===== config.mk =====
export PLATFORM = sky130hd
export DESIGN_NAME = host_fifo_flat
export DESIGN_NICKNAME = d
export VERILOG_FILES = /design/src/verilog/msg_pkg.sv /design/src/verilog/msg_stream_if.sv /design/src/verilog/host_fifo.sv /design/src/flat_wrapper.sv
export SDC_FILE = /design/constraint.sdc
export NUM_CORES = 1
export LEC_CHECK = 0
export BUFFER_PORTS_ARGS = -buffer_cell sky130_fd_sc_hd__buf_2
export CORE_UTILIZATION = 50
export CTS_BUF_LIST = sky130_fd_sc_hd__clkbuf_8
export DETAILED_ROUTE_END_ITERATION = 7
export GPL_TIMING_DRIVEN = 0
export PLACE_DENSITY_LB_ADDON = 0.2
export SLEW_MARGIN = 20
export SYNTH_ARGS = -nofsm -noshare
export SYNTH_HDL_FRONTEND = slang
export SYNTH_SLANG_ARGS = --single-unit

===== constraint.sdc =====
create_clock -name bus_clk -period 7 [get_ports bus_clk]
set_input_delay 2.1 -clock bus_clk [delete_from_list [all_inputs] [get_ports bus_clk]]
set_output_delay 2.1 -clock bus_clk [all_outputs]
set_load 0.005 [all_outputs]

===== src/verilog/msg_pkg.sv =====
package msg_pkg;

  // ************************************************************************
  // Word and field widths
  // ************************************************************************
  localparam int msg_width  = 32;
  localparam int addr_width = 8;
  localparam int len_width  = 8;
  localparam int op_width   = 4;

  // Header opcodes
  localparam logic [op_width-1:0] op_write = 4'd1;
  localparam logic [op_width-1:0] op_read  = 4'd2;

  // All-ones word closes the host stream
  localparam logic [msg_width-1:0] end_marker = '1;

  // Default depth of the host FIFOs
  localparam int fifo_depth = 16;

  // Decoder FSM encoding
  localparam logic [1:0] dec_st_hdr    = 2'd0;
  localparam logic [1:0] dec_st_wdata  = 2'd1;
  localparam logic [1:0] dec_st_rissue = 2'd2;

  // ************************************************************************
  // One host word, seen as a header or as plain data
  // ************************************************************************
  typedef struct packed {
    logic [op_width-1:0]   opcode;
    logic [11:0]           rsvd;
    logic [len_width-1:0]  len;
    logic [addr_width-1:0] addr;
  } msg_hdr_t;

  typedef union packed {
    msg_hdr_t             hdr;
    logic [msg_width-1:0] data;
  } msg_word_u;

endpackage


===== src/verilog/msg_stream_if.sv =====
`timescale 1ns/10ps

// Word stream between blocks, transfer on valid and ready both high
interface msg_stream_if;

  logic                          valid;
  logic                          ready;
  logic [msg_pkg::msg_width-1:0] data;
  // Flags the end marker slot, low on all other paths
  logic                          last;

  modport source (
    output valid,
    output data,
    output last,
    input  ready
  );

  modport sink (
    input  valid,
    input  data,
    input  last,
    output ready
  );

endinterface


===== src/verilog/host_fifo.sv =====
`timescale 1ns/10ps

// First-word-fall-through FIFO, last travels with each word
module host_fifo #(
  parameter int DEPTH = msg_pkg::fifo_depth
) (
  input  logic         bus_clk,
  input  logic         rst,
  msg_stream_if.sink   wr,
  msg_stream_if.source rd
);

  logic [msg_pkg::msg_width:0]  store [DEPTH];
  logic [$clog2(DEPTH)-1:0]     wr_ptr;
  logic [$clog2(DEPTH)-1:0]     rd_ptr;
  logic [$clog2(DEPTH+1)-1:0]   count;
  logic                         push;
  logic                         pop;

  // Full only when all DEPTH slots hold a word
  assign wr.ready = (count != ($clog2(DEPTH+1))'(DEPTH));
  assign rd.valid = (count != '0);
  assign rd.data  = store[rd_ptr][msg_pkg::msg_width-1:0];
  assign rd.last  = store[rd_ptr][msg_pkg::msg_width];

  assign push = wr.valid && wr.ready;
  assign pop  = rd.valid && rd.ready;

  always_ff @(posedge bus_clk) begin
    if (push) begin
      store[wr_ptr] <= {wr.last, wr.data};
    end
  end

  // ************************************************************************
  // Pointers and occupancy
  // ************************************************************************
  always_ff @(posedge bus_clk) begin
    if (rst) begin
      wr_ptr <= '0;
      rd_ptr <= '0;
      count  <= '0;
    end else begin
      if (push) begin
        wr_ptr <= (wr_ptr == ($clog2(DEPTH))'(DEPTH - 1)) ? '0 : wr_ptr + 1'b1;
      end
      if (pop) begin
        rd_ptr <= (rd_ptr == ($clog2(DEPTH))'(DEPTH - 1)) ? '0 : rd_ptr + 1'b1;
      end
      case ({push, pop})
        2'b10:   count <= count + 1'b1;
        2'b01:   count <= count - 1'b1;
        default: count <= count;
      endcase
    end
  end

endmodule


===== src/flat_wrapper.sv =====
// flat-port wrapper written by rule: the top's interface ports become plain ports
module host_fifo_flat 
#(
  parameter int DEPTH = msg_pkg::fifo_depth
)
  (bus_clk, rst, wr_valid, wr_data, wr_last, wr_ready, rd_valid, rd_data, rd_last, rd_ready);
  msg_stream_if wr_i ();
  msg_stream_if rd_i ();
  input  logic bus_clk;
  input  logic rst;
  input wire logic [$bits(wr_i.valid)-1:0] wr_valid;
  input wire logic [$bits(wr_i.data)-1:0] wr_data;
  input wire logic [$bits(wr_i.last)-1:0] wr_last;
  output wire logic [$bits(wr_i.ready)-1:0] wr_ready;
  output wire logic [$bits(rd_i.valid)-1:0] rd_valid;
  output wire logic [$bits(rd_i.data)-1:0] rd_data;
  output wire logic [$bits(rd_i.last)-1:0] rd_last;
  input wire logic [$bits(rd_i.ready)-1:0] rd_ready;
  assign wr_i.valid = wr_valid;
  assign wr_i.data = wr_data;
  assign wr_i.last = wr_last;
  assign wr_ready = wr_i.ready;
  assign rd_valid = rd_i.valid;
  assign rd_data = rd_i.data;
  assign rd_last = rd_i.last;
  assign rd_i.ready = rd_ready;
  host_fifo #(.DEPTH(DEPTH)) u_core (.bus_clk(bus_clk), .rst(rst), .wr(wr_i), .rd(rd_i));
endmodule

; ---- Word level (Yosys, flattened, before mapping)
; Memories as Yosys holds them, arrays and structs flattened. A register that Yosys moved wholly into a read port is not among the register bits.
; Cells that the tools add are included.
[totals]
register_bits = 13
latchBits = 0
mem_bits_rw = 528
rom_bits = 0
inputBits = 37
elab_cells = 24
memories = 1
[mem_list]
columns = memory, depth, word_bits, read_ports, rd_clocked_by_memory_dff, write_ports, line
row1 = u_core.store, 16, 33, 1, 1, 1, host_fifo.sv:13  ; logic [msg_pkg::msg_width:0] store [DEPTH];
[op_classes]
n_addsub = 4
mul = 0
div = 0
order_cmp = 0
eq_ne = 5
n_shift = 0
n_mux = 7
n_bitwise = 0
reduce_logical = 4
[ops]
columns = cell, n
row1 = $mux 4, 4
row2 = $pmux 5 s2, 1
row3 = $add 4x1->4 const B, 2
row4 = $eq 4x4->1 const B, 2
row5 = $add 5x1->5 const B, 1
row6 = $ne 5x5->1 const B, 1
row7 = $reduce_bool 5->1, 1
row8 = $sub 5x1->5 const B, 1
row9 = $eq 2x1->1 const B, 1
row10 = $eq 2x2->1 const B, 1
row11 = $logic_and 1x1->1, 2
row12 = $mux 1, 2
row13 = $reduce_bool 2->1, 1

; ---- Logic depth before layout (Yosys ltp)
[logic_depth]
ltp_word = 4
ltp_mapped = 13
mapped_depth_nobuf = 10

; ---- Worst setup path before layout
; No wires, ideal clock.
[synth_path]
path_type = input -> register
from = input wr_valid
to = memory u_core.store[1][0] (netlist bit), enable pin
setup_ps = 518
t_arrival_ps = 6097
t_required_ps = 6482
setup_slack_ps = 385
cell_stages = 4
cell_sequence = a21boi_2 -> inv_1 -> buf_2 -> nor4b_1
[synth_via]
elab_chain_len = 3
[synth_rtl]
columns = element, line
row1 = from (decl), flat_wrapper.sv:11  ; input wire logic [$bits(wr_i.valid)-1:0] wr_valid;
row2 = $logic_and 1x1->1, host_fifo.sv:26  ; assign push = wr.valid && wr.ready;
row3 = $mux 1, host_fifo.sv:30  ; if (push) begin
row4 = $mux 1 (not written as such), host_fifo.sv:31  ; store[wr_ptr] <= {wr.last, wr.data};
row5 = to (decl), host_fifo.sv:13
; No other way between the ends.

==> results.md <==
* Status: finished, final reports clean
* Starting Density at 0.5082
* Antenna viol nets, final at 0
* Met2 usage at 0.3266
* Post-synthesis mux area share at 0.1439
* Multi-input logic area at 0.004350 mm^2
* R2R setup slack at 3.64 ns
* # fillers at 3,019
* EDFF count, synth at 528
* Met1 Usage GRT at 0.3194
* Relative slew margins at 0.3595
* Worst setup path end: rd_data[23]
* Syn nets at 985
* Reg area at 0.01620 mm^2
* Busiest grt layer: met2
* Clock Path Buffers at 3
* Total CTS buffers at 87
* Clock Latency Late Sink at 0.62 ns
* Largest area contributor in the netlist: edfxtp_1
* Fraction of registers with async set/reset at 0
* PwrDens at 324.7 mW/mm^2
* Nature of the critical path startpoint: flop
* Fmax achieved at 196.7 MHz
* CP required at 4.90 ns
* Hold Crit Depth at 2
* Yosys top cell area share at 0.7624
* # rows at 74
* Largest family of logic cells by synthesized area: multiplexers
* Synth Area in XOR/XNOR at 0.002106
* Post-synthesis simple-gate area fraction at 0.02395
* Overall power at 7.749 mW
* Total wire length at 43,980 um
* Clock Skew at 0.03004 ns
* Arrival time worst endpoint at 2.98 ns
* Kind of critical path: reg2out
* Yosys warning count at 0
* Pins Over Slew Limit at 0
* Worst R2R Path Depth at 13
* Synth Area in Compound Gates at 0.03105
* 1st-iter DRT viols at 890
* Core area at 0.04092 mm^2
* Overall Global Routing Usage at 0.2160
* R2R Path End: u_core.count[4]
* GP Congestion at 0.7460
* H-tree levels at 3
* Syn Inst Count at 939
* DRC viols at 0
* Die ar. at 0.04241 mm^2
* Synth cell types at 44
* Pin count of the biggest net entering global routing at 34
* Number of global-route vias before repair at 10,430
* DR pass1 iterations at 5
* IO Pins at 72
* Sequential fraction of the synthesis area at 0.7788
* P_leak at 7.842 nW
* Routed vias at 10,190
* Worst reg2reg path startpoint: u_core.count[1]
* Min Clock Period, post-route at 5.083 ns
* RSZ-0062 raised after global routing: false
* Remaining Overflow, GRT at 0
* HP Class: reg2reg
* Post-synth top flop: edfxtp_1
* Cts hold-fix bufs at 0
* Max IR drop VDD at 0.0002586 V
* Detailed Place HPWL at 26,870 um
* CP max FO at 10
* WL/cell at 25.29 um
* Slew @ Worst Pin at 0.9583 ns
* Critical Path End Type: output pin
* CTS Sinks at 545
* Initial antenna violation count at 2
* Port Buffers at 70
* Final non-filler cell total at 1,739
* Layout cell share with drive strength beyond 1 at 0.3275
* CTS tree: done
* Nets at 1,185
* Crit share post-route at 0.7262
* Final setup vio count at 0
* Total of max-cap violations at 0
* Final Hold Fails at 0
* Clk root buf: clkbuf_8
* Clk slew on worst S/H paths at 0.06 ns
* Area Growth Syn to Fin at 14.76%
* Via density at 5.860
* Final Core Density at 0.5832
* Synth Register Bits at 545
* Post-Synth Adder-Cell Area at 0.005415
* Die Ht at 205.9 um
* Die Wd at 205.9 um
* Synth area leaders: edfxtp_1 (76%), mux4_2 (14%), a22oi_1 (2.4%), dfxtp_1 (1.6%), nand2_1 (0.81%)
* Setup repair bufs after CTS at 0
* Synth Cell Area at 0.02080 mm^2
* Syn_area_per_cell at 22.15 um^2
* GR Util met3 at 0.04115
* Placed cell count at 1,582
* Post-CTS sizing at 0
* First-pass GRT wire length at 65,490 um
## metrics by stage
| step | instance area [um^2] | hold WS, ns | TNS (ns) | setup WS [ns] |
|---|---|---|---|---|
| 2_1_floorplan | 20800 | 0.4720 | 0 | 0.3849 |
| 6_report | 23870 | 0.5246 | 0 | 1.917 |
| 5_1_grt | 23870 | 0.5507 | 0 | 1.755 |
| 3_5_place_dp | 22260 | 0.5227 | 0 | 2.153 |
| 3_3_place_gp | 21810 | 0.5051 | -582.74 | -4.211 |
| 4_1_cts | 23860 | 0.5304 | 0 | 1.872 |
## Yosys cell counts (5+ instances only)
| cell type | instances |
|---|---|
| nor4b_1 | 5 |
| clkbuf_1 | 27 |
| a22oi_1 | 66 |
| inv_1 | 6 |
| a21oi_1 | 7 |
| and3_1 | 8 |
| buf_1 | 7 |
| buf_6 | 8 |
| nor2_1 | 13 |
| nand2_1 | 45 |
| buf_2 | 12 |
| mux4_2 | 132 |
| dfxtp_1 | 17 |
| edfxtp_1 | 528 |
| ha_1 | 9 |
## cell families after synthesis
family / Yosys count
buffers and inverters: 61
DFF: 545
muxes: 134
and+or+nand+nor: 97
xor gates and xnor gates: 5
adders and majority gates: 9
AOI/OAI and AO/OA: 88
## how the worst min path moves through the flow
stage | startpoint | endpoint
floorplan | u_core.rd_ptr[3] | flop
CTS | u_core.wr_ptr[0] | u_core.wr_ptr[0]
global placement | u_core.wr_ptr[0] | u_core.wr_ptr[0]
finish | u_core.wr_ptr[0] | u_core.wr_ptr[0]
global route | u_core.wr_ptr[0] | u_core.wr_ptr[0]
detailed placement | u_core.wr_ptr[0] | u_core.wr_ptr[0]
## flip-flops by register name, indices dropped and copies added (netlist names), named ones only
register       count
u_core.count       5
u_core.wr_ptr      4
u_core.rd_ptr      4
u_core.store     528
## power breakdown
| group | leakage (nW) | switching, mW | internal, mW | total [mW] |
|---|---|---|---|---|
| registers | 4.91 | 0.0340 | 3.67 | 3.71 |
| logic | 1.99 | 0.790 | 0.768 | 1.56 |
| clock network | 0.948 | 1.18 | 1.30 | 2.48 |
| total | 7.84 | 2.00 | 5.74 | 7.75 |
## metal layers
layer  up-vias  part of all wire
met3        68             0.065
met5         -           0.00039
met4         2             0.018
met1      5379              0.45
li1       4392                 -
met2       350              0.46
## area by class of cell
cell class,count,area share
clock inverters,59,0.01143
inverters,6,0.0009437
plain buffers,55,0.01195
clock buffers,97,0.05594
repair buffers,111,0.03083
multi-input cells,333,0.1823
well taps,532,0.02789
flip-flops and latches,545,0.6786
diodes,1,0.0001049
## worst max-delay path, cell delays in order, from the launching register on
cell and delay (ns):
dfxtp_1 0.32, buf_2 0.18, buf_2 0.29, buf_1 0.66, mux4_2 0.40, a22oi_1 0.22, nand2_1 0.14, buf_2 0.15
## placed cells by master (no fill, tap or decap), types with 8 or more instances in the layout
cell type  netlist  final
edfxtp_1       528    528
mux4_2         132    132
buf_2           12    106
clkbuf_8         0     97
a22oi_1         66     66
nand2_1         45     45
inv_1            6     38
clkbuf_1        27     27
dfxtp_1         17     17
clkinv_1         0     14
nor2_1          13     12
buf_6            8     10
ha_1             9      9
clkinv_2         0      9
buf_4            1      8
Power figures use the tool's default switching activity.
