[src/verilog/msg_pkg.sv]
package msg_pkg;

  // ************************************************************************
  // Word and field widths
  // ************************************************************************
  localparam int msg_width  = 32;
  localparam int addr_width = 8;
  localparam int len_width  = 8;
  localparam int op_width   = 4;

  // Header opcodes
  localparam logic [op_width-1:0] op_write = 4'd1;
  localparam logic [op_width-1:0] op_read  = 4'd2;

  // All-ones word closes the host stream
  localparam logic [msg_width-1:0] end_marker = '1;

  // Default depth of the host FIFOs
  localparam int fifo_depth = 16;

  // Decoder FSM encoding
  localparam logic [1:0] dec_st_hdr    = 2'd0;
  localparam logic [1:0] dec_st_wdata  = 2'd1;
  localparam logic [1:0] dec_st_rissue = 2'd2;

  // ************************************************************************
  // One host word, seen as a header or as plain data
  // ************************************************************************
  typedef struct packed {
    logic [op_width-1:0]   opcode;
    logic [11:0]           rsvd;
    logic [len_width-1:0]  len;
    logic [addr_width-1:0] addr;
  } msg_hdr_t;

  typedef union packed {
    msg_hdr_t             hdr;
    logic [msg_width-1:0] data;
  } msg_word_u;

endpackage

[src/verilog/msg_stream_if.sv]
`timescale 1ns/10ps

// Word stream between blocks, transfer on valid and ready both high
interface msg_stream_if;

  logic                          valid;
  logic                          ready;
  logic [msg_pkg::msg_width-1:0] data;
  // Flags the end marker slot, low on all other paths
  logic                          last;

  modport source (
    output valid,
    output data,
    output last,
    input  ready
  );

  modport sink (
    input  valid,
    input  data,
    input  last,
    output ready
  );

endinterface

[src/verilog/mem_op_if.sv]
`timescale 1ns/10ps

// One memory operation from the decoder to the executor
interface mem_op_if;

  logic                           valid;
  logic                           ready;
  logic                           is_read;
  // End marker travelling in order with the reads
  logic                           last;
  logic [msg_pkg::addr_width-1:0] addr;
  logic [msg_pkg::msg_width-1:0]  wdata;

  modport issuer (
    output valid, is_read, last, addr, wdata,
    input  ready
  );

  modport executor (
    input  valid, is_read, last, addr, wdata,
    output ready
  );

endinterface

[src/verilog/msg_decode.sv]
`timescale 1ns/10ps

module msg_decode (
  input  logic         bus_clk,
  input  logic         rst,
  msg_stream_if.sink   in,
  msg_stream_if.source loop,
  mem_op_if.issuer     op,
  output logic         error
);

  logic [1:0]                     state;
  logic [msg_pkg::len_width-1:0]  remaining;
  logic [msg_pkg::addr_width-1:0] addr_q;
  logic                           ended;
  msg_pkg::msg_word_u             word;
  logic                           is_end;
  logic                           take;
  logic                           op_fire;

  assign word    = in.data;
  assign is_end  = (word.data == msg_pkg::end_marker);
  assign take    = in.valid && in.ready;
  assign op_fire = op.valid && op.ready;

  // Every consumed word is copied to the host loopback
  assign loop.valid = take;
  assign loop.data  = in.data;
  assign loop.last  = 1'b0;

  // ************************************************************************
  // Handshake steering per state
  // ************************************************************************
  always_comb begin
    in.ready   = 1'b0;
    op.valid   = 1'b0;
    op.is_read = 1'b0;
    op.last    = 1'b0;
    op.addr    = addr_q;
    op.wdata   = word.data;
    if (!ended) begin
      case (state)
        msg_pkg::dec_st_hdr: begin
          if (is_end) begin
            // End marker goes out as a last operation
            op.valid = in.valid && loop.ready;
            op.last  = 1'b1;
            in.ready = loop.ready && op.ready;
          end else begin
            in.ready = loop.ready;
          end
        end
        msg_pkg::dec_st_wdata: begin
          op.valid = in.valid && loop.ready;
          in.ready = loop.ready && op.ready;
        end
        default: begin
          op.valid   = 1'b1;
          op.is_read = 1'b1;
        end
      endcase
    end
  end

  always_ff @(posedge bus_clk) begin
    if (rst) begin
      state     <= msg_pkg::dec_st_hdr;
      remaining <= '0;
      addr_q    <= '0;
      ended     <= 1'b0;
      error     <= 1'b0;
    end else if (state == msg_pkg::dec_st_hdr) begin
      if (take) begin
        if (is_end) begin
          ended <= 1'b1;
        end else if (word.hdr.opcode == msg_pkg::op_write ||
                     word.hdr.opcode == msg_pkg::op_read) begin
          remaining <= word.hdr.len;
          addr_q    <= word.hdr.addr;
          // Zero length issues nothing
          if (word.hdr.len != '0) begin
            state <= (word.hdr.opcode == msg_pkg::op_write) ?
                     msg_pkg::dec_st_wdata : msg_pkg::dec_st_rissue;
          end
        end else begin
          error <= 1'b1;
        end
      end
    end else if (op_fire) begin
      // One address per write data word or read issue
      addr_q    <= addr_q + 1'b1;
      remaining <= remaining - 1'b1;
      if (remaining == 1) begin
        state <= msg_pkg::dec_st_hdr;
      end
    end
  end

endmodule

[src/flat_wrapper.sv]
// flat-port wrapper written by rule: the top's interface ports become plain ports
module msg_decode_flat 
  (bus_clk, rst, error, in_valid, in_data, in_last, in_ready, loop_valid, loop_data, loop_last, loop_ready, op_valid, op_is_read, op_last, op_addr, op_wdata, op_ready);
  msg_stream_if in_i ();
  msg_stream_if loop_i ();
  mem_op_if op_i ();
  input  logic bus_clk;
  input  logic rst;
  output logic error;
  input wire logic [$bits(in_i.valid)-1:0] in_valid;
  input wire logic [$bits(in_i.data)-1:0] in_data;
  input wire logic [$bits(in_i.last)-1:0] in_last;
  output wire logic [$bits(in_i.ready)-1:0] in_ready;
  output wire logic [$bits(loop_i.valid)-1:0] loop_valid;
  output wire logic [$bits(loop_i.data)-1:0] loop_data;
  output wire logic [$bits(loop_i.last)-1:0] loop_last;
  input wire logic [$bits(loop_i.ready)-1:0] loop_ready;
  output wire logic [$bits(op_i.valid)-1:0] op_valid;
  output wire logic [$bits(op_i.is_read)-1:0] op_is_read;
  output wire logic [$bits(op_i.last)-1:0] op_last;
  output wire logic [$bits(op_i.addr)-1:0] op_addr;
  output wire logic [$bits(op_i.wdata)-1:0] op_wdata;
  input wire logic [$bits(op_i.ready)-1:0] op_ready;
  assign in_i.valid = in_valid;
  assign in_i.data = in_data;
  assign in_i.last = in_last;
  assign in_ready = in_i.ready;
  assign loop_valid = loop_i.valid;
  assign loop_data = loop_i.data;
  assign loop_last = loop_i.last;
  assign loop_i.ready = loop_ready;
  assign op_valid = op_i.valid;
  assign op_is_read = op_i.is_read;
  assign op_last = op_i.last;
  assign op_addr = op_i.addr;
  assign op_wdata = op_i.wdata;
  assign op_i.ready = op_ready;
  msg_decode u_core (.bus_clk(bus_clk), .rst(rst), .in(in_i), .loop(loop_i), .op(op_i), .error(error));
endmodule
[config.mk]
export PLATFORM = sky130hd
export DESIGN_NAME = msg_decode_flat
export DESIGN_NICKNAME = d
export VERILOG_FILES = /design/src/verilog/msg_pkg.sv /design/src/verilog/msg_stream_if.sv /design/src/verilog/mem_op_if.sv /design/src/verilog/msg_decode.sv /design/src/flat_wrapper.sv
export SDC_FILE = /design/constraint.sdc
export NUM_CORES = 1
export LEC_CHECK = 0
export BUFFER_PORTS_ARGS = -buffer_cell sky130_fd_sc_hd__buf_2
export CORE_MARGIN = 4
export CORE_UTILIZATION = 26
export CTS_CLUSTER_DIAMETER = 100
export DETAILED_ROUTE_END_ITERATION = 12
export SETUP_SLACK_MARGIN = 0.3
export SLEW_MARGIN = 20
export SYNTH_ARGS = -nofsm -noshare
export SYNTH_HDL_FRONTEND = slang
export SYNTH_SLANG_ARGS = --single-unit
[constraint.sdc]
create_clock -name bus_clk -period 2.6 [get_ports bus_clk]
set_input_delay 0.65 -clock bus_clk [delete_from_list [all_inputs] [get_ports bus_clk]]
set_output_delay 0.65 -clock bus_clk [all_outputs]
set_load 0.05 [all_outputs]
# After elaboration in Yosys (flattened, before gate mapping)
# Cells that the tools add are included.
[op_classes] eq_ne=9 add_sub_neg=2 n_mux=29 bitwise_logic=2 n_reduce_logical=14
[op_table] cell="$mux W8" n=10
[op_table] cell="$eq A32 B32 Y1 const B" n=1
[op_table] cell="$mux W2" n=8
[op_table] cell="$mux W1" n=9
[op_table] cell="$add A8 B1 Y8 const B" n=1
[op_table] cell="$eq A8 B1 Y1 const B" n=1
[op_table] cell="$ne A2 B2 Y1 const B" n=4
[op_table] cell="$reduce_and A4 Y1" n=2
[op_table] cell="$reduce_bool A8 Y1" n=1
[op_table] cell="$sub A8 B1 Y8 const B" n=1
[op_table] cell="$reduce_and A6 Y1" n=1
[op_table] cell="$eq A4 B1 Y1 const B" n=1
[op_table] cell="$eq A4 B2 Y1 const B" n=1
[op_table] cell="$logic_and A1 B1 Y1" n=4
[op_table] cell="$pmux W1 S2" n=2
[op_table] cell="$reduce_bool A2 Y1" n=2
[op_table] cell="$reduce_and A3 Y1" n=1
[op_table] cell="$eq A2 B1 Y1 const B" n=1
[op_table] cell="$logic_not A2 Y1" n=1
[op_table] cell="$not A1 Y1" n=2
[op_table] cell="$reduce_or A2 Y1" n=1
[op_table] cell="$logic_or A1 B1 Y1" n=1
[totals] reg_bits=20 output_inout_bits=79 word_cells=61 input_bits=38

# Longest topological paths before layout
[logic_depth] word_depth=7 depth_mapped=7 mapped_depth_nobuf=6

# Worst setup path after synthesis
# Ideal clock, no wire load.
[synth_path] path_kind="input to output" start="input port in_data[29]" end="output port op_valid" path_slack_ns=-0.462 cell_stages=4 arrival_time_ns=2.412 path_buffers=0 required_ns=1.950 cell_sequence="nand4_1 nor4_1 nand2_1 a211oi_1"
[synth_between] elab_chain_len=4
[synth_lines] item="start, declared" line="flat_wrapper.sv:11" source="input wire logic [$bits(in_i.data)-1:0] in_data;"
[synth_lines] item="$eq A32 B32 Y1" line="msg_decode.sv:22" source="assign is_end = (word.data == msg_pkg::end_marker);"
[synth_lines] item="$mux W1" line="msg_decode.sv:44" source="if (is_end) begin"
[synth_lines] item="$pmux W1 S2" line="msg_decode.sv:42" source="case (state)"
[synth_lines] item="$mux W1" line="msg_decode.sv:41" source="if (!ended) begin"
[synth_lines] item="end, declared" line="flat_wrapper.sv:18" source="output wire logic [$bits(op_i.valid)-1:0] op_valid;"
# Every way passes these cells.

# Worst setup path after layout
[layout_path] start="input port in_data[0]" end="output port loop_valid"
[layout_between] elab_chain_len=5
[layout_lines] item="$eq A32 B32 Y1" line="msg_decode.sv:22"
[layout_lines] item="$mux W1" line="msg_decode.sv:44"
[layout_lines] item="$pmux W1 S2" line="msg_decode.sv:42"
[layout_lines] item="$mux W1" line="msg_decode.sv:41"
[layout_lines] item="$logic_and A1 B1 Y1" line="msg_decode.sv:23" source="assign take = in.valid && in.ready;"
[layout_lines] item="end, declared" line="flat_wrapper.sv:14" source="output wire logic [$bits(loop_i.valid)-1:0] loop_valid;"
# Every way passes these cells.

==> results by group <==
Synth
  – EDFF count, synth: 0
  – Ys flop type: dfxtp_1
  – Simple-gate share of the synthesized area: 0.232
  – Sequential fraction of the synthesis area: 0.202
  – Synth area leaders: buf_4, dfxtp_1, a21oi_1
  – Most frequent cells after synthesis: buf_4, a21oi_1, dfxtp_1
  – Most frequent cell after synthesis: buf_4
  – Area of the mapped netlist: 1980 µm²
  – Compound-gate portion of the synthesized area: 0.226
  – Share of flip-flops with an asynchronous set or reset: 0
  – Post-synth net total: 297
  – Synthesized area per cell: 7.75 µm²
  – Area leader, netlist: buf_4
  – Yosys top cell area share: 0.246
  – XOR/XNOR Fraction of Synth Area: 0.00442
  – Yosys warns: 0
  – Mux cell area share after synthesis: 0
  – Seq cells post-synth: 20
  – Largest family of logic cells by synthesized area: buffers and inverters
  – Post-synthesis cell type count: 49
  – Cell count after synthesis: 256
  – Adder-cell share of the synthesized area: 0.0189

Routing
  – DR vias: 2060
  – Final WL: 6.23 mm
  – ANT nets after route: 0
  – Vias/cell: 4.86
  – 1st-iter DRT viols: 145
  – DR WL/cell: 14.7 µm
  – Pre-antenna DRT Iters: 4
  – Residual DRC count: 0

STA
  – Slew HR: 0.570
  – Worst Skew: 0.00717 ns
  – Final setup vio count: 2
  – Unrepaired setup endpoints after global routing: true
  – Worst-Margin Slew: 0.646 ns
  – Worst setup margin: -0.0371 ns
  – Final worst path period share: 1.01
  – Hold Vio Cnt, Final: 0
  – Setup TNS: -0.0716 ns
  – FMAX: 0.379 GHz
  – Hold_ws: 0.450 ns
  – Fin crit period: 2.64 ns
  – Final Slew Violations: 0

Global routing
  – Vias in the first global route: 2025
  – Largest net degree at the start of global routing: 25
  – Gr ovfl total: 0
  – Initial antenna violation count: 0
  – First-pass GRT wire length: 9.85 mm
  – GRT Total Usage: 0.136

CTS
  – Max clock buf depth: 2
  – Clock slew at reported path FFs: 0.08 ns
  – CTS Hold Bufs: 0
  – CTS tree: built
  – H-Tree Depth: 1
  – CTS Sinks: 20
  – Root Driver: clkbuf_8
  – Worst-Skew Late Latency: 0.26 ns
  – Post-CTS setup buffer count: 0
  – Num CTS Buffers: 3

Pwr
  – Sw Pwr: 444 µW
  – Combinational share of power: 0.458
  – Internal Power: 549 µW
  – Clock network fraction of total power: 0.217
  – PwrDens: 388 nW/µm²
  – Flop pwr share: 0.324
  – Max rail drop VDD: 0.000200 V
  – LEAKAGE: 1.13 nW
  – Tot Pwr: 992 µW
  – Net Sw Frac: 0.447

Setup path
  – Arr. time, crit path: 1.99 ns
  – R2R Path Start: u_core.state[0]
  – Worst Setup SP: in_data[0]
  – Worst Path Required: 1.95 ns
  – Critical Path Start Type: input port
  – Crit path max fanout: 2
  – R2r setup slk: 0.60 ns
  – Critical path type: input port to output pin
  – Worst R2R Path Depth: 4
  – FF-to-FF End: u_core.remaining[7]
  – Worst Setup End Kind: output pin

Die
  – Top-Level Pins: 117
  – Initial Utilization: 0.271
  – DIE WIDTH: 95.3 µm
  – Die Ht: 95.3 µm
  – Die ar.: 9090 µm²
  – Core Region: 7330 µm²
  – Num rows: 31

Hold path
  – HP Class: register to register
  – Hold depth: 2
  – Hold Path End: u_core.error
  – HP Start: u_core.error

Placed design
  – Sum of net half-perimeters after detailed placement: 4.88 mm
  – Port-buffer cells: 114
  – Pre-CTS setup slack: -0.161 ns
  – GPL Wtd Cong: 0.834

Run status
  – Status: complete, but fails checks
  – Failing checks: negative setup slack

Final layout
  – Area Overhead vs Synth: 29.0%
  – Ant diodes: 0
  – Nets: 368
  – Fillers: 766
  – Share of cells above drive strength 1: 0.520

Run
  – Maxcap violations: 0
layout make-up:
type,count,area [µm²],area share
repair buffers,144,892,0.349
flip-flops and latches,20,400,0.157
clock buffers,3,41.3,0.0161
well taps,99,124,0.0484
inverters,14,52.6,0.0205
multi-input cells,144,1050,0.409
flip-flops by register name (all words and copies together), names as in the netlist:
| register | count |
|---|---|
| u_core.op.addr | 8 |
| u_core.remaining | 8 |
| u_core.state | 2 |
| u_core.ended | 1 |
| u_core.error | 1 |
logic make-up (layout without fill, tap and decap cells):
group / Yosys count / in the layout
xor+xnor: 1 / 1
simple gates: 74 / 74
other cells: 1 / 1
fa+ha+maj: 3 / 3
flops: 20 / 20
buf+inv: 92 / 161
compound gates: 65 / 65
through the flow:
step / std cells / area [µm²] / util
floorplan: 256 / 2050 / -
global placement: 421 / 2390 / 0.327
detailed placement: 421 / 2390 / 0.327
CTS: 424 / 2510 / 0.342
global route: 424 / 2560 / 0.349
finish: 424 / 2560 / 0.349
layer usage:
layer / share of wire / vias up / track usage / wire length, µm
li1: - / 1001 / - / -
met1: 0.41 / 968 / 0.170 / 2540
met2: 0.51 / 87 / 0.246 / 3190
met3: 0.074 / 4 / 0.0221 / 461
met4: 0.0047 / 0 / 0.0216 / 29
met5: 0 / - / 0 / 0
timing repair:
action,4_1_cts,5_1_grt
endpoints found under the setup margin,4,4
pin swaps,7,5
resized for setup,16,8
cells in the final DEF, fill, tap and decap left out, types with 2 or more instances in the layout:
cell,instances
o21ai_0,5
a221oi_1,3
o211ai_1,7
and2_1,4
nand3b_1,2
nor4_1,4
or4_4,2
clkbuf_8,3
or3b_2,2
o22ai_1,6
inv_1,14
buf_6,13
nor4_2,2
or3_1,2
nor3_1,4
nand4_1,9
buf_2,98
o311ai_0,2
nor2_1,10
nand3_1,6
a21oi_4,2
nand2_1,13
ha_1,3
nand2b_1,2
a31oi_1,2
dfxtp_1,20
o32ai_1,4
a21oi_1,19
buf_4,32
a22o_1,3
nor3_2,2
o31ai_1,2
power groups by stage:
stage	sequential [mW]	clock, mW	combinational [mW]
2_1_floorplan	0.342	0	0.351
3_3_place_gp	0.329	0	0.438
3_5_place_dp	0.329	0	0.441
4_1_cts	0.322	0.216	0.451
5_1_grt	0.323	0.222	0.482
6_report	0.322	0.216	0.455
worst max-delay path by stage:
stage                     slack, ns          to  depth (start not counted)
after floorplan                0.16    op_valid                          4
after global placement        -0.15  loop_valid                          6
after detailed placement      -0.16  loop_valid                          6
after CTS                     -0.02    op_valid                          7
after global routing          -0.07  loop_valid                          6
final                         -0.04  loop_valid                          6
critical path, cell delays in order:
cell	delay, ns
buf_6	0.07
nand4_1	0.20
or4_4	0.62
o21ai_4	0.21
a21oi_4	0.08
buf_8	0.15
No activity file was read; power rests on OpenSTA's default activity.
