==> config.mk <==
export PLATFORM = sky130hd
export DESIGN_NAME = reply_result_flat
export DESIGN_NICKNAME = d
export VERILOG_FILES = /design/src/verilog/msg_pkg.sv /design/src/verilog/msg_stream_if.sv /design/src/verilog/host_fifo.sv /design/src/verilog/reply_result.sv /design/src/flat_wrapper.sv
export SDC_FILE = /design/constraint.sdc
export NUM_CORES = 1
export LEC_CHECK = 0
export BUFFER_PORTS_ARGS = -buffer_cell sky130_fd_sc_hd__buf_2
export CORE_UTILIZATION = 50
export CTS_CLUSTER_SIZE = 20
export DETAILED_ROUTE_END_ITERATION = 10
export PLACE_DENSITY = 0.69
export SYNTH_ARGS = -nofsm -noshare
export SYNTH_HDL_FRONTEND = slang
export SYNTH_HIERARCHICAL = 1
export SYNTH_SLANG_ARGS = --single-unit
export TNS_END_PERCENT = 10
==> constraint.sdc <==
create_clock -name bus_clk -period 4.8 [get_ports bus_clk]
set_input_delay 0.48 -clock bus_clk [delete_from_list [all_inputs] [get_ports bus_clk]]
set_output_delay 0.48 -clock bus_clk [all_outputs]
set_load 0.01 [all_outputs]
==> src/verilog/msg_pkg.sv <==
package msg_pkg;

  // ************************************************************************
  // Word and field widths
  // ************************************************************************
  localparam int msg_width  = 32;
  localparam int addr_width = 8;
  localparam int len_width  = 8;
  localparam int op_width   = 4;

  // Header opcodes
  localparam logic [op_width-1:0] op_write = 4'd1;
  localparam logic [op_width-1:0] op_read  = 4'd2;

  // All-ones word closes the host stream
  localparam logic [msg_width-1:0] end_marker = '1;

  // Default depth of the host FIFOs
  localparam int fifo_depth = 16;

  // Decoder FSM encoding
  localparam logic [1:0] dec_st_hdr    = 2'd0;
  localparam logic [1:0] dec_st_wdata  = 2'd1;
  localparam logic [1:0] dec_st_rissue = 2'd2;

  // ************************************************************************
  // One host word, seen as a header or as plain data
  // ************************************************************************
  typedef struct packed {
    logic [op_width-1:0]   opcode;
    logic [11:0]           rsvd;
    logic [len_width-1:0]  len;
    logic [addr_width-1:0] addr;
  } msg_hdr_t;

  typedef union packed {
    msg_hdr_t             hdr;
    logic [msg_width-1:0] data;
  } msg_word_u;

endpackage

==> src/verilog/msg_stream_if.sv <==
`timescale 1ns/10ps

// Word stream between blocks, transfer on valid and ready both high
interface msg_stream_if;

  logic                          valid;
  logic                          ready;
  logic [msg_pkg::msg_width-1:0] data;
  // Flags the end marker slot, low on all other paths
  logic                          last;

  modport source (
    output valid,
    output data,
    output last,
    input  ready
  );

  modport sink (
    input  valid,
    input  data,
    input  last,
    output ready
  );

endinterface

==> src/verilog/host_fifo.sv <==
`timescale 1ns/10ps

// First-word-fall-through FIFO, last travels with each word
module host_fifo #(
  parameter int DEPTH = msg_pkg::fifo_depth
) (
  input  logic         bus_clk,
  input  logic         rst,
  msg_stream_if.sink   wr,
  msg_stream_if.source rd
);

  logic [msg_pkg::msg_width:0]  store [DEPTH];
  logic [$clog2(DEPTH)-1:0]     wr_ptr;
  logic [$clog2(DEPTH)-1:0]     rd_ptr;
  logic [$clog2(DEPTH+1)-1:0]   count;
  logic                         push;
  logic                         pop;

  // Full only when all DEPTH slots hold a word
  assign wr.ready = (count != ($clog2(DEPTH+1))'(DEPTH));
  assign rd.valid = (count != '0);
  assign rd.data  = store[rd_ptr][msg_pkg::msg_width-1:0];
  assign rd.last  = store[rd_ptr][msg_pkg::msg_width];

  assign push = wr.valid && wr.ready;
  assign pop  = rd.valid && rd.ready;

  always_ff @(posedge bus_clk) begin
    if (push) begin
      store[wr_ptr] <= {wr.last, wr.data};
    end
  end

  // ************************************************************************
  // Pointers and occupancy
  // ************************************************************************
  always_ff @(posedge bus_clk) begin
    if (rst) begin
      wr_ptr <= '0;
      rd_ptr <= '0;
      count  <= '0;
    end else begin
      if (push) begin
        wr_ptr <= (wr_ptr == ($clog2(DEPTH))'(DEPTH - 1)) ? '0 : wr_ptr + 1'b1;
      end
      if (pop) begin
        rd_ptr <= (rd_ptr == ($clog2(DEPTH))'(DEPTH - 1)) ? '0 : rd_ptr + 1'b1;
      end
      case ({push, pop})
        2'b10:   count <= count + 1'b1;
        2'b01:   count <= count - 1'b1;
        default: count <= count;
      endcase
    end
  end

endmodule

==> src/verilog/reply_result.sv <==
`timescale 1ns/10ps

// Queues read words for the host and tracks end of stream
module reply_result (
  input  logic         bus_clk,
  input  logic         rst,
  msg_stream_if.sink   rdata,
  msg_stream_if.source out,
  output logic         eof
);

  msg_stream_if fifo_in ();

  logic end_seen;

  // The last marker is absorbed here, only real read data is queued
  assign fifo_in.valid = rdata.valid && !rdata.last;
  assign fifo_in.data  = rdata.data;
  assign fifo_in.last  = 1'b0;
  assign rdata.ready   = rdata.last ? 1'b1 : fifo_in.ready;

  host_fifo #(
    .DEPTH (msg_pkg::fifo_depth)
  ) u_out_fifo (
    .bus_clk (bus_clk),
    .rst     (rst),
    .wr      (fifo_in),
    .rd      (out)
  );

  // Sticky once the end marker has been taken
  always_ff @(posedge bus_clk) begin
    if (rst) begin
      end_seen <= 1'b0;
    end else if (rdata.valid && rdata.last) begin
      end_seen <= 1'b1;
    end
  end

  // EOF waits for the output queue to drain
  assign eof = end_seen && !out.valid;

endmodule

==> src/flat_wrapper.sv <==
// flat-port wrapper written by rule: the top's interface ports become plain ports
module reply_result_flat 
  (bus_clk, rst, eof, rdata_valid, rdata_data, rdata_last, rdata_ready, out_valid, out_data, out_last, out_ready);
  msg_stream_if rdata_i ();
  msg_stream_if out_i ();
  input  logic bus_clk;
  input  logic rst;
  output logic eof;
  input wire logic [$bits(rdata_i.valid)-1:0] rdata_valid;
  input wire logic [$bits(rdata_i.data)-1:0] rdata_data;
  input wire logic [$bits(rdata_i.last)-1:0] rdata_last;
  output wire logic [$bits(rdata_i.ready)-1:0] rdata_ready;
  output wire logic [$bits(out_i.valid)-1:0] out_valid;
  output wire logic [$bits(out_i.data)-1:0] out_data;
  output wire logic [$bits(out_i.last)-1:0] out_last;
  input wire logic [$bits(out_i.ready)-1:0] out_ready;
  assign rdata_i.valid = rdata_valid;
  assign rdata_i.data = rdata_data;
  assign rdata_i.last = rdata_last;
  assign rdata_ready = rdata_i.ready;
  assign out_valid = out_i.valid;
  assign out_data = out_i.data;
  assign out_last = out_i.last;
  assign out_i.ready = out_ready;
  reply_result u_core (.bus_clk(bus_clk), .rst(rst), .rdata(rdata_i), .out(out_i), .eof(eof));
endmodule
# After elaboration in Yosys (flattened, before gate mapping)
# Memories as Yosys holds them, arrays and structs flattened. A register that Yosys moved wholly into a read port is not among the register bits.
# Cells that the tools add are included.
[classes]
mux = 8
reduce_logical = 9
n_eq_ne = 5
n_addsub = 4
[op_table]
columns = ["operator", "n"]
rows = [
  ["two-way mux 4 bit", 4],
  ["case mux 5 bit (2 select lines)", 1],
  ["adder 4 x 1 -> 4 bit, second input constant", 2],
  ["equality test 4 bit, second input constant", 2],
  ["adder 5 x 1 -> 5 bit, second input constant", 1],
  ["logical AND 1 bit", 5],
  ["!= test 5 bit, second input constant", 1],
  ["nonzero test 5 bit", 1],
  ["subtractor 5 x 1 -> 5 bit, second input constant", 1],
  ["two-way mux 1 bit", 3],
  ["equality test 2 x 1 -> 1 bit, second input constant", 1],
  ["equality test 2 bit, second input constant", 1],
  ["zero test 1 bit", 2],
  ["nonzero test 2 bit", 1],
]
[word_totals]
reg_bits = 14
output_inout_bits = 36
mem_count = 1
ramBits = 512
[mem_list]
columns = ["memory", "words", "word_bits", "read_ports", "rd_clocked_by_memory_dff", "wr", "line_no", "source"]
rows = [
  ["u_core.u_out_fifo.store", 16, 32, 1, 1, 1, "host_fifo.sv:13", "logic [msg_pkg::msg_width:0] store [DEPTH];"],
]

# Logic depth before layout (Yosys ltp)
# Gate-level depths: netlist (run 1).
[logic_depth]
depth_word = 5
depth_mapped = 12
mapped_depth_nobuf = 10

# By module
# The synthesis (run 1) kept the hierarchy.
[by_module_without_submodules]
columns = ["mod", "area_per_inst_um2", "instances", "cells_each", "seq_area_each_um2"]
rows = [
  ["host_fifo", 20805.0, 1, 850, 16195.5],
  ["reply_result", 53.8, 1, 7, 20.0],
]

# Worst setup path after synthesis (run 1)
# Ideal clock, no wire load.
[synth_path]
path_kind = "register to register"
from = "register u_core.u_out_fifo.count[2]"
to = "memory u_core/u_out_fifo/store[0][0] (netlist name) (enable)"
setup_slack_ns = -0.218
stages_incl_launch_ff = 6
arrival_ns = 4.500
cell_sequence = "dfxtp_1 -> clkbuf_1 -> or4_1 -> o21ai_1 -> buf_4 -> nor4b_1"
[synth_via]
elab_chain_len = 4
[synth_rtl]
columns = ["item", "line_no", "source"]
rows = [
  ["start: declaration", "host_fifo.sv:16", "logic [$clog2(DEPTH+1)-1:0] count;"],
  ["start signal: assignment", "host_fifo.sv:51", "2'b10: count <= count + 1'b1;"],
  ["start signal: assignment", "host_fifo.sv:52", "2'b01: count <= count - 1'b1;"],
  ["start signal: assignment", "host_fifo.sv:53", "default: count <= count;"],
  ["!= test 5 bit", "host_fifo.sv:21", "assign wr.ready = (count != ($clog2(DEPTH+1))'(DEPTH));"],
  ["logical AND 1 bit", "host_fifo.sv:26", "assign push = wr.valid && wr.ready;"],
  ["two-way mux 1 bit", "host_fifo.sv:30", "if (push) begin"],
  ["two-way mux 1 bit (implied by the code)", "host_fifo.sv:31", "store[wr_ptr] <= {wr.last, wr.data};"],
  ["end: declaration", "host_fifo.sv:13", ""],
]
# No other way between the ends.

==> results of run 1 <==
[metrics by stage]
stage	power, mW	worst slack (ps)	setup TNS, ps	cells	hold slack, ps
after floorplan	6.952	-217.7	-26350	872	429.0
after global placement	7.377	1329	0	1456	452.0
after detailed placement	7.399	1248	0	1456	459.8
after CTS	11.44	1061	0	1551	146.5
after global routing	11.75	961.1	0	1552	183.7
final	11.32	1169	0	1553	167.5
[layout by cell type (no fill, tap or decap), types with 2 or more instances in the layout]
master / count
edfxtp_1: 528
mux4_2: 165
buf_2: 72
clkbuf_16: 55
buf_4: 23
conb_1: 16
dfxtp_1: 14
clkinv_2: 13
and2_2: 12
nor2_1: 11
clkinv_1: 10
a21oi_1: 10
ha_1: 8
clkbuf_1: 7
nand2_1: 6
o21ai_0: 6
bufinv_16: 5
inv_1: 5
xor2_1: 5
nor2b_1: 4
nor4b_2: 4
mux2i_1: 3
diode_2: 2
inv_6: 2
clkbuf_8: 2
o21ai_1: 2
a311o_1: 2
o211ai_1: 2
mux2_2: 2
dfxtp_4: 2
dfxtp_2: 2
buf_12: 2
[logic make-up (layout without fill, tap and decap cells)]
| family | after synthesis | count (layout) | synth area share [%] |
|---|---|---|---|
| and+or+nand+nor | 50 | 50 | 1.392 |
| AOI/OAI and AO/OA | 27 | 27 | 0.7978 |
| other | 1 | 18 | 0.01798 |
| adders and majority gates | 8 | 8 | 0.4799 |
| xor gates and xnor gates | 5 | 5 | 0.2099 |
| DFF | 546 | 546 | 77.74 |
| buffers and inverters | 50 | 197 | 1.296 |
| muxes | 170 | 170 | 18.07 |
[layout make-up]
type / count / area share, %
antenna: 2 / 0.02115
clock buffer: 64 / 6.043
clock inverter: 31 / 1.174
inverter: 5 / 0.07931
multi-input combinational: 276 / 18.89
sequential: 546 / 68.56
tap: 532 / 2.813
timing repair buffer: 97 / 2.421
[synth_stat cells, drive strengths merged, types with 2 or more instances]
master / count
a21oi: 10
a311o: 2
and2: 13
buf: 27
clkbuf: 18
dfxtp: 18
edfxtp: 528
ha: 8
inv: 5
mux2: 2
mux2i: 3
mux4: 165
nand2: 6
nor2: 11
nor2b: 4
nor4b: 5
o211ai: 2
o21ai: 9
xor2: 5
[worst reg2reg max path, stage by stage, from the launching register on]
cell and delay (ps):
dfxtp_1 390, or4_1 640, o21ai_1 820, ha_1 460
xor2_1 200, ha_1 210, and3b_1 160, o21ai_0 70
a31oi_1 200, mux2_2 340
[registers in the layout, indices dropped and copies added, names as in the netlist, named ones only]
register,flops
u_core/u_out_fifo/wr_ptr,4
u_core/end_seen,1
u_core/u_out_fifo/rd_ptr,4
u_core/u_out_fifo/store,528
u_core/u_out_fifo/count,5
[power by group through the flow]
stage | Clock, mW | Combinational, mW | Sequential [mW]
5_1_grt | 4.33 | 1.96 | 5.46
4_1_cts | 4.14 | 1.86 | 5.45
3_3_place_gp | 0 | 1.83 | 5.54
6_report | 4.06 | 1.82 | 5.44
3_5_place_dp | 0 | 1.85 | 5.55
2_1_floorplan | 0 | 1.53 | 5.42
[path summary, 6_finish.rpt]
check,startpoint,end,slack [ps]
min,rdata_valid,u_core/end_seen,170
max reg2reg,u_core/u_out_fifo/count[1],u_core/u_out_fifo/count[4],1200
min reg2reg,u_core/end_seen,u_core/end_seen,460
max,flop,out_data[0],1170
[routing by layer]
metal | up-vias | wire length [um] | global-route usage (%)
met5 | - | 34 | 0
met4 | 6 | 715 | 4.648
met3 | 59 | 2470 | 3.658
met2 | 291 | 20940 | 33.64
met1 | 4950 | 17370 | 28.52
li1 | 3908 | - | -
==> impl_results.md, run 1 <==
- Overall Global Routing Usage: 20.36%
- Pre-Repair DR Iteration Count: 8
- IO Pins: 73
- PwrDens: around 480 nW/um^2
- Worst slew margin: 33.18%
- Mapped Cells: 857
- Syn Std Cell Area: 20860 um^2
- Filler instances: 2915
- Dpl cell area: 21950 um^2
- Failing checks: design-rule violations
- Top post-synthesis cells by area: edfxtp_1 (76%), mux4_2 (18%), dfxtp_1 (1.7%), buf_6 (0.49%), ha_1 (0.48%)
- Highest Clock Rate: 275.4 MHz
- FF+latch area: 16230 um^2
- RSZ-0062 raised after global routing: false
- R2R depth: 9
- Worst setup SP type: flop
- CP Buf/Inv Count: 2
- Max_cap viols: 0
- Cts bufs inserted: 53
- Min Tclk post-route: 3631 ps
- Vias: 9214
- Clk_lat worst skew: 570 ps
- # H-tree levels: 2
- Count of state elements after synthesis: 546
- CTS Sinks: 546
- Reg power frac: 48.1%
- Synth top area share: 76.01%
- CP Depth: 4
- First-pass GRT wire length: 61.80 mm
- HPWL Detailed: 21.89 mm
- Core Util, Final: 57.70%
- Synth warn: 6
- DRT iter0 DRCs: 779
- Max-slew violation count: 0
- Leak Pwr: 7.366 nW
- Syn Area/Cell: 24.34 um^2
- Period utilization: 75.65%
- Post-synth top flop: edfxtp_1
- Area Growth Syn to Fin: 13.45%
- Final hold vios: 0
- Remaining antenna violation count: 0
- Via density: 5.933
- CTS tree: built
- Most frequent CP cell: mux4_2
- Worst vdd ir: 0.2240 mV
- Placeable Area: 41020 um^2
- Critical Path End Type: output pin
- Sequential element share of the synthesized area: 77.74%
- Full die area: 42540 um^2
- Post-cts resize count: 0
- Clk_skew: between 15 and 20 ps
- Fin area: roughly 24000 um^2
- Largest net degree at the start of global routing: 62
- Max clock buf depth: 3
- Std-Cell Rows: 74
- Slew @ Worst Pin: 995.6 ps
- Worst endpoint required time: 4320 ps
- Antenna violations before repair: 5
- Crit Path Class: flop to output pin
- Multi-input gate area in the final layout: around 4500 um^2
- Post-CTS Hold Buffers: 0
- CP Cell Sequence: buf_4 > mux4_2 > mux4_2 > buf_2
- Family with the most delay on the worst path: multiplexers
- Number of global-route vias before repair: 9623
- Routability cong.: 0.7317
- Unique masters post-synth: 41
- Hold path depth: 3
- Comb power frac: roughly 16%
- Internal power: around 8.7 mW
- PortBufs: slightly above 70
- Switching Power: 2.627 mW
- Largest area contributor in the netlist: edfxtp_1
- Clk network pwr share: a little over a third
- EDFF count, synth: 528
- Status: complete, but fails checks
- # DRC: 12
- Initial core utilization: just over 50%
- Crit-path max FO: 29
- Sw Ratio: between 20% and 30%
- Wire length per cell: 26.74 um
- Final WL: 41.53 mm
- Chip width: 206.3 um
- Clk pin slew, worst setup/hold paths: ~60 ps
- Critical Path AT: around 3200 ps
- Die Span Y: 206.3 um
- Hold crit path type: input port to flop
- Root Driver: clkbuf_16
- Slowest cell on crit path: dfxtp_4
- CP peak stage delay: around 740 ps
- GRT overflow: 0
- Asr flop ratio synth: 0%
- Ratio of cells with drive above 1 in the final layout: 35.82%
- Final-stage net count: slightly above 1000
- Post-CTS setup buffer count: 0
- Endpoints failing setup: 0
(Power assumes the default switching activity.)
==> run 2, diff against run 1 <==
==> constraint.sdc (replaced) <==
create_clock -name bus_clk -period 3.1 [get_ports bus_clk]
set_input_delay 0.31 -clock bus_clk [delete_from_list [all_inputs] [get_ports bus_clk]]
set_output_delay 0.31 -clock bus_clk [all_outputs]
set_load 0.01 [all_outputs]
==> impl_results.md, run 2 (synthesis results as in run 1) <==
- Remaining antenna violation count: 0 (unchanged)
- Final setup TNS: 0 ps (unchanged)
- Critical Path AT: 2700 ps (was 3150 ps)
- WHS: 81.38 ps (was 167.5 ps)
- Hold crit path type: input port to flop (unchanged)
- Area Growth Syn to Fin: 15.10% (was 13.45%)
- # H-tree levels: 2 (unchanged)
- Vias: 9329 (was 9214)
- Critical Path End Type: output pin (unchanged)
- First-pass GRT wire length: 62.65 mm (was 61.80 mm)
- WL met3: 2.663 mm (was 2.470 mm)
- Number of global-route vias before repair: 9803 (was 9623)
- Placeable Area: 41020 um^2 (unchanged)
- Most flops, register: u_core/u_out_fifo/store (unchanged)
- Highest Clock Rate: 331.7 MHz
- Worst slew margin: 51.38% (was 33.18%)
- Min Tclk post-route: 3015 ps
- Commonest non-fill, non-tap cell in the layout: edfxtp_1 (unchanged)
- RSZ-0062 raised after global routing: true (was false)
- Cts bufs inserted: 54 (was 53)
- Worst vdd ir: 0.5103 mV (was 0.2240 mV)
- Max_cap viols: 0 (unchanged)
- Final hold vios: 0 (unchanged)
- # diodes: 0 (was 2)
- Final-stage net count: 1038 (was 1024)
- Slew @ Worst Pin: 726.2 ps (was 995.6 ps)
- Largest registers: u_core/u_out_fifo/store (528), u_core/u_out_fifo/count (5) (unchanged)
- Largest net degree at the start of global routing: 73 (was 62)
- Routability cong.: 0.7372 (was 0.7317)
- Fin area: 24010 um^2 (was 23670 um^2)
- Worst setup SP type: flop (unchanged)
- WL met2: 20.69 mm (was 20.94 mm)
- Failing checks: design-rule violations (unchanged)
- Endpoints failing setup: 0 (unchanged)
- Chip width: 206.3 um (unchanged)
- Crit-path max FO: 14 (was 29)
- Largest register FFs: 528 (unchanged)
- WL met1: 17.53 mm (was 17.37 mm)
- Root Driver: clkbuf_16 (unchanged)
- Worst endpoint required time: 2790 ps (was 4320 ps)
- Via density: 5.965 (was 5.933)
- Max clock buf depth: 3 (unchanged)
- Ratio of cells with drive above 1 in the final layout: 35.95% (was 35.82%)
- Clk_lat worst skew: 590 ps (was 570 ps)
- CTS Sinks: 546 (unchanged)
- HPWL Detailed: 22.08 mm (was 21.89 mm)
- Status: complete, but fails checks (unchanged)
- PwrDens: 740.8 nW/um^2 (was 478.2 nW/um^2)
- GRT overflow: 0 (unchanged)
- Final WL: 41.86 mm (was 41.53 mm)
- Std-Cell Rows: 74 (unchanged)
- Leak Pwr: 7.477 nW (was 7.366 nW)
- Full die area: 42540 um^2 (unchanged)
- CTS tree: built (unchanged)
- Pre-Repair DR Iteration Count: 8 (unchanged)
- Overall Global Routing Usage: 20.80% (was 20.36%)
- # DRC: 4 (was 12)
- Crit Path Class: flop to output pin (unchanged)
- Max Used Layer: met5 (unchanged)
- Die Span Y: 206.3 um (unchanged)
- Antenna violations before repair: 3 (was 5)
- Commonest cells after routing, fill and taps aside: edfxtp_1 (528), mux4_2 (165), buf_2 (72), clkbuf_16 (54), buf_4 (18) (was edfxtp_1 (528), mux4_2 (165), buf_2 (72), clkbuf_16 (55), buf_4 (23))
- Non-Filler Instances: 1564 (was 1553)
- Filler instances: 2907 (was 2915)
- Initial core utilization: 50.85% (unchanged)
- Period utilization: 97.24%
- Placed insts: 1464 (was 1456)
- Clk_skew: 19.00 ps (was 18.25 ps)
- PortBufs: 72 (unchanged)
- DRT iter0 DRCs: 849 (was 779)
- IO Pins: 73 (unchanged)
- Dpl cell area: 22240 um^2 (was 21950 um^2)
- Max-slew violation count: 0 (unchanged)
- Clk pin slew, worst setup/hold paths: 60 ps (about the same)
- Wire length per cell: 26.76 um (was 26.74 um)
## run 2: cell types whose count changed in the layout (fill, tap and decap cells not counted), moves of 2 or more
cell           delta
buf_4             -5
dlygate4sd3_1     +2
diode_2           -2
nor4b_2           -4
buf_12           +15
clkinv_2          -6
clkbuf_1          +5
nor4b_4           +4
clkbuf_8          -2
## run 2: routing by layer
layer | vias up | GRT usage (%)
met2 | 306 | 32.89
met5 | - | 0
met3 | 76 | 4.620
li1 | 3937 | -
met1 | 5004 | 29.24
met4 | 6 | 6.276
## run 2: report_power, final
group	switching, mW	internal (mW)
clock	2.63	3.69
sequential	0.112	8.20
combinational	1.40	1.76
total	4.14	13.6
## run 2: metrics by stage
step / setup WS (ps) / power [mW] / utilization (%)
after detailed placement: 188.5 / 11.61 / 54.21
after CTS: 25.02 / 18.02 / 58.53
after floorplan: -275.8 / 10.76 / -
after global routing: -20.41 / 18.48 / 58.53
after global placement: 206.5 / 11.57 / 54.21
final: 85.43 / 17.78 / 58.53
## run 2: repair_timing
action                     CTS  global route
setup endpoints to repair   17             3
gates cloned                 1             0
hold endpoints to repair     1             0
gates resized for setup      0             1
hold buffers                 2             0
buffers inserted             2             0
## run 2: worst paths after layout
kind,depth (start not counted),end,slack [ps],start
hold / removal,2,u_core/u_out_fifo/wr_ptr[2],80,rst
hold reg to reg,2,flop,510,u_core/u_out_fifo/rd_ptr[0]
setup / recovery,5,out_data[1],90,flop
setup reg to reg,9,u_core/u_out_fifo/count[4],180,u_core/u_out_fifo/count[1]
## run 2: worst max-delay path, stage by stage, from the launching register on
cell,delay [ps]
dfxtp_4,470
buf_12,210
buf_12,190
mux4_2,530
mux4_2,530
buf_2,170
## run 2: area by class of cell
class	count	area [um^2]	share of cell area (%)
Timing Repair Buffer	110	888.4	3.700
Sequential cell	546	16230	67.58
Inverter	5	18.77	0.07817
Clock buffer	66	1396	5.816
Clock inverter	29	306.5	1.277
Tap cell	532	665.6	2.773
Multi-Input combinational cell	276	4507	18.77
==> run 3, diff against run 2 <==
==> constraint.sdc (replaced) <==
create_clock -name bus_clk -period 3.1 [get_ports bus_clk]
set_input_delay 0.31 -clock bus_clk [delete_from_list [all_inputs] [get_ports bus_clk]]
set_output_delay 0.31 -clock bus_clk [all_outputs]
set_load 0.1 [all_outputs]
==> impl_results.md, run 3 (synthesis results as in run 1) <==
- Most flops, register: u_core/u_out_fifo/store (unchanged)
- Status: complete, but fails checks (unchanged)
- Total Power: 19.24 mW (was 17.78 mW)
- Fin worst setup slack: 27.16 ps (was 85.43 ps)
- Initial core utilization: 50.85% (unchanged)
- Full die area: 42540 um^2 (unchanged)
- Vias: 9377 (was 9329)
- Clk pin slew, worst setup/hold paths: 60 ps (about the same)
- Multi-input gate area in the final layout: 4504 um^2 (was 4507 um^2)
- Routability cong.: 0.7707 (was 0.7372)
- RSZ-0062 raised after global routing: true (unchanged)
- Cts bufs inserted: 54 (unchanged)
- Period utilization: 99.12% (was 97.24%)
- Largest net degree at the start of global routing: 49 (was 73)
- First-pass GRT wire length: 63.05 mm (was 62.65 mm)
- Crit-path max FO: 19 (was 14)
- Chip width: 206.3 um (unchanged)
- FF+latch area: 16230 um^2 (unchanged)
- Reg power frac: 43.1% (was 46.7%)
- Slew @ Worst Pin: 715.7 ps (was 726.2 ps)
- Hold Startpoint: rst (unchanged)
- Overall Global Routing Usage: 20.93% (was 20.80%)
- HPWL Detailed: 22.45 mm (was 22.08 mm)
- PortBufs: 72 (unchanged)
- Number of global-route vias before repair: 9914 (was 9803)
- R2R Setup Slk: 260 ps (was 180 ps)
- DRT iter0 DRCs: 723 (was 849)
- Worst vdd ir: 0.9534 mV (was 0.5103 mV)
- CTS tree: built (unchanged)
- Commonest cells after routing, fill and taps aside: edfxtp_1 (528), mux4_2 (165), clkbuf_16 (55), buf_2 (49), buf_4 (36) (was edfxtp_1 (528), mux4_2 (165), buf_2 (72), clkbuf_16 (54), buf_4 (18))
- Endpoints failing setup: 0 (unchanged)
- Clk_lat worst skew: 590 ps (about the same)
- Filler instances: 2906 (was 2907)
- Dpl ws: 273.9 ps (was 188.5 ps)
- Area Growth Syn to Fin: 15.69% (was 15.10%)
- Sw Ratio: 28.23% (was 23.25%)
- Critical Path AT: 2760 ps (was 2700 ps)
- Min Tclk post-route: 3073 ps (was 3015 ps)
- Commonest non-fill, non-tap cell in the layout: edfxtp_1 (unchanged)
- Max clock buf depth: 3 (unchanged)
- Largest registers: u_core/u_out_fifo/store (528), u_core/u_out_fifo/count (5) (unchanged)
- Antenna violations before repair: 1 (was 3)
- Root Driver: clkbuf_16 (unchanged)
- Worst endpoint required time: 2790 ps (about the same)
- IO Pins: 73 (unchanged)
- Family with the most delay on the worst path: multiplexers (unchanged)
- Worst setup SP type: flop (unchanged)
- Max_cap viols: 0 (unchanged)
- Remaining antenna violation count: 0 (unchanged)
- # H-tree levels: 2 (unchanged)
- Ratio of cells with drive above 1 in the final layout: 36.07% (was 35.95%)
- CP peak stage delay: 550 ps (was 530 ps)
- Failing checks: design-rule violations (unchanged)
- Wire length per cell: 27.01 um (was 26.76 um)
- CTS Sinks: 546 (unchanged)
- Final WL: 42.29 mm (was 41.86 mm)
- Critical Path End Type: output pin (unchanged)
- Placeable Area: 41020 um^2 (unchanged)
- Highest Clock Rate: 325.4 MHz (was 331.7 MHz)
- Core Util, Final: 58.83% (was 58.53%)
- Final hold vios: 0 (unchanged)
- Comb power frac: 23.4% (was 17.8%)
- Crit Path Class: flop to output pin (unchanged)
- CP Cell Sequence: buf_12 > buf_4 > mux4_2 > mux4_2 > buf_4 (was buf_12 > buf_12 > mux4_2 > mux4_2 > buf_2)
- Max-slew violation count: 0 (unchanged)
- Largest register FFs: 528 (unchanged)
- # diodes: 0 (unchanged)
- PwrDens: 797.3 nW/um^2 (was 740.8 nW/um^2)
- Hold crit path type: input port to flop (unchanged)
- Slowest cell on crit path: mux4_2 (unchanged)
- Leak Pwr: 7.527 nW (was 7.477 nW)
- Std-Cell Rows: 74 (unchanged)
- # DRC: 3 (was 4)
- Internal power: 13.81 mW (was 13.65 mW)
- Worst slew margin: 52.28% (was 51.38%)
- Pre-Repair DR Iteration Count: 8 (unchanged)
- Die Span Y: 206.3 um (unchanged)
- Final-stage net count: 1039 (was 1038)
- Clk network pwr share: 33.5% (was 35.5%)
- Clk_skew: 17.47 ps (was 19.00 ps)
- Switching Power: 5.432 mW (was 4.136 mW)
- Worst reg2reg startpoint: u_core/u_out_fifo/count[1] (unchanged)
- GRT overflow: 0 (unchanged)
- Via density: 5.988 (was 5.965)
- CP Buf/Inv Count: 3 (unchanged)
-- run 3: changes by cell type in the layout (fill, tap and decap cells not counted), sizes merged --
cell    delta
bufbuf     -1
buf        +2
bufinv     +1
-- run 3: final cells by class --
| type | count | share of cell area [%] |
|---|---|---|
| multi-input combinational | 276 | 18.67 |
| clock inverter | 30 | 1.348 |
| clock buffer | 66 | 5.875 |
| tap | 532 | 2.758 |
| timing repair buffer | 111 | 4.034 |
| sequential | 546 | 67.24 |
| inverter | 5 | 0.07778 |
-- run 3: power groups by stage --
stage | Sequential [mW] | Combinational [mW] | Clock [mW]
after floorplan | 8.39 | 3.69 | 0
after global placement | 8.44 | 4.42 | 0
after detailed placement | 8.45 | 4.45 | 0
after CTS | 8.29 | 4.50 | 6.56
after global routing | 8.31 | 4.76 | 6.84
final | 8.30 | 4.50 | 6.44
-- run 3: worst register-to-register path, cell delays in order (launching register included) --
cell and delay, ps:
dfxtp_1 380, or4_1 630, o21ai_1 210, ha_1 340, xor2_1 180, ha_1 190, and3b_1 170, o21ai_0 80
a31oi_1 200, mux2_2 350
-- run 3: timing repair --
item                                    in CTS  in global routing
setup buffers                                0                  0
endpoints found under the setup margin      15                 23
pin swaps                                    0                  0
resized for setup                           13                 32
hold buffers                                 2                  0
hold endpoints to repair                     1                  0
-- run 3: final timing paths --
path | endpoint | depth (start not counted)
max | out_data[25] | 5
min | u_core/u_out_fifo/count[0] | 2
max reg2reg | u_core/u_out_fifo/count[4] | 9
min reg2reg | flop | 2
-- run 3: per-layer routing --
layer  track usage (%)  vias up  part of all wire [%]
li1                  -     3943                     -
met1             29.71     5101                    43
met2             33.95      275                    50
met3             3.154       56                   5.0
met4             6.224        2                   1.9
met5                 0        -                 0.040
-- run 3: metrics by stage --
stage / setup TNS, ps / cell area [um^2] / hold WS, ps / cells
global placement: 0 / 22270 / 449.4 / 1468
global route: -194.6 / 24130 / 78.08 / 1566
detailed placement: 0 / 22270 / 479.9 / 1468
finish: 0 / 24130 / 82.37 / 1566
floorplan: -34320 / 20940 / 379.1 / 872
CTS: -49.29 / 24070 / 57.77 / 1566
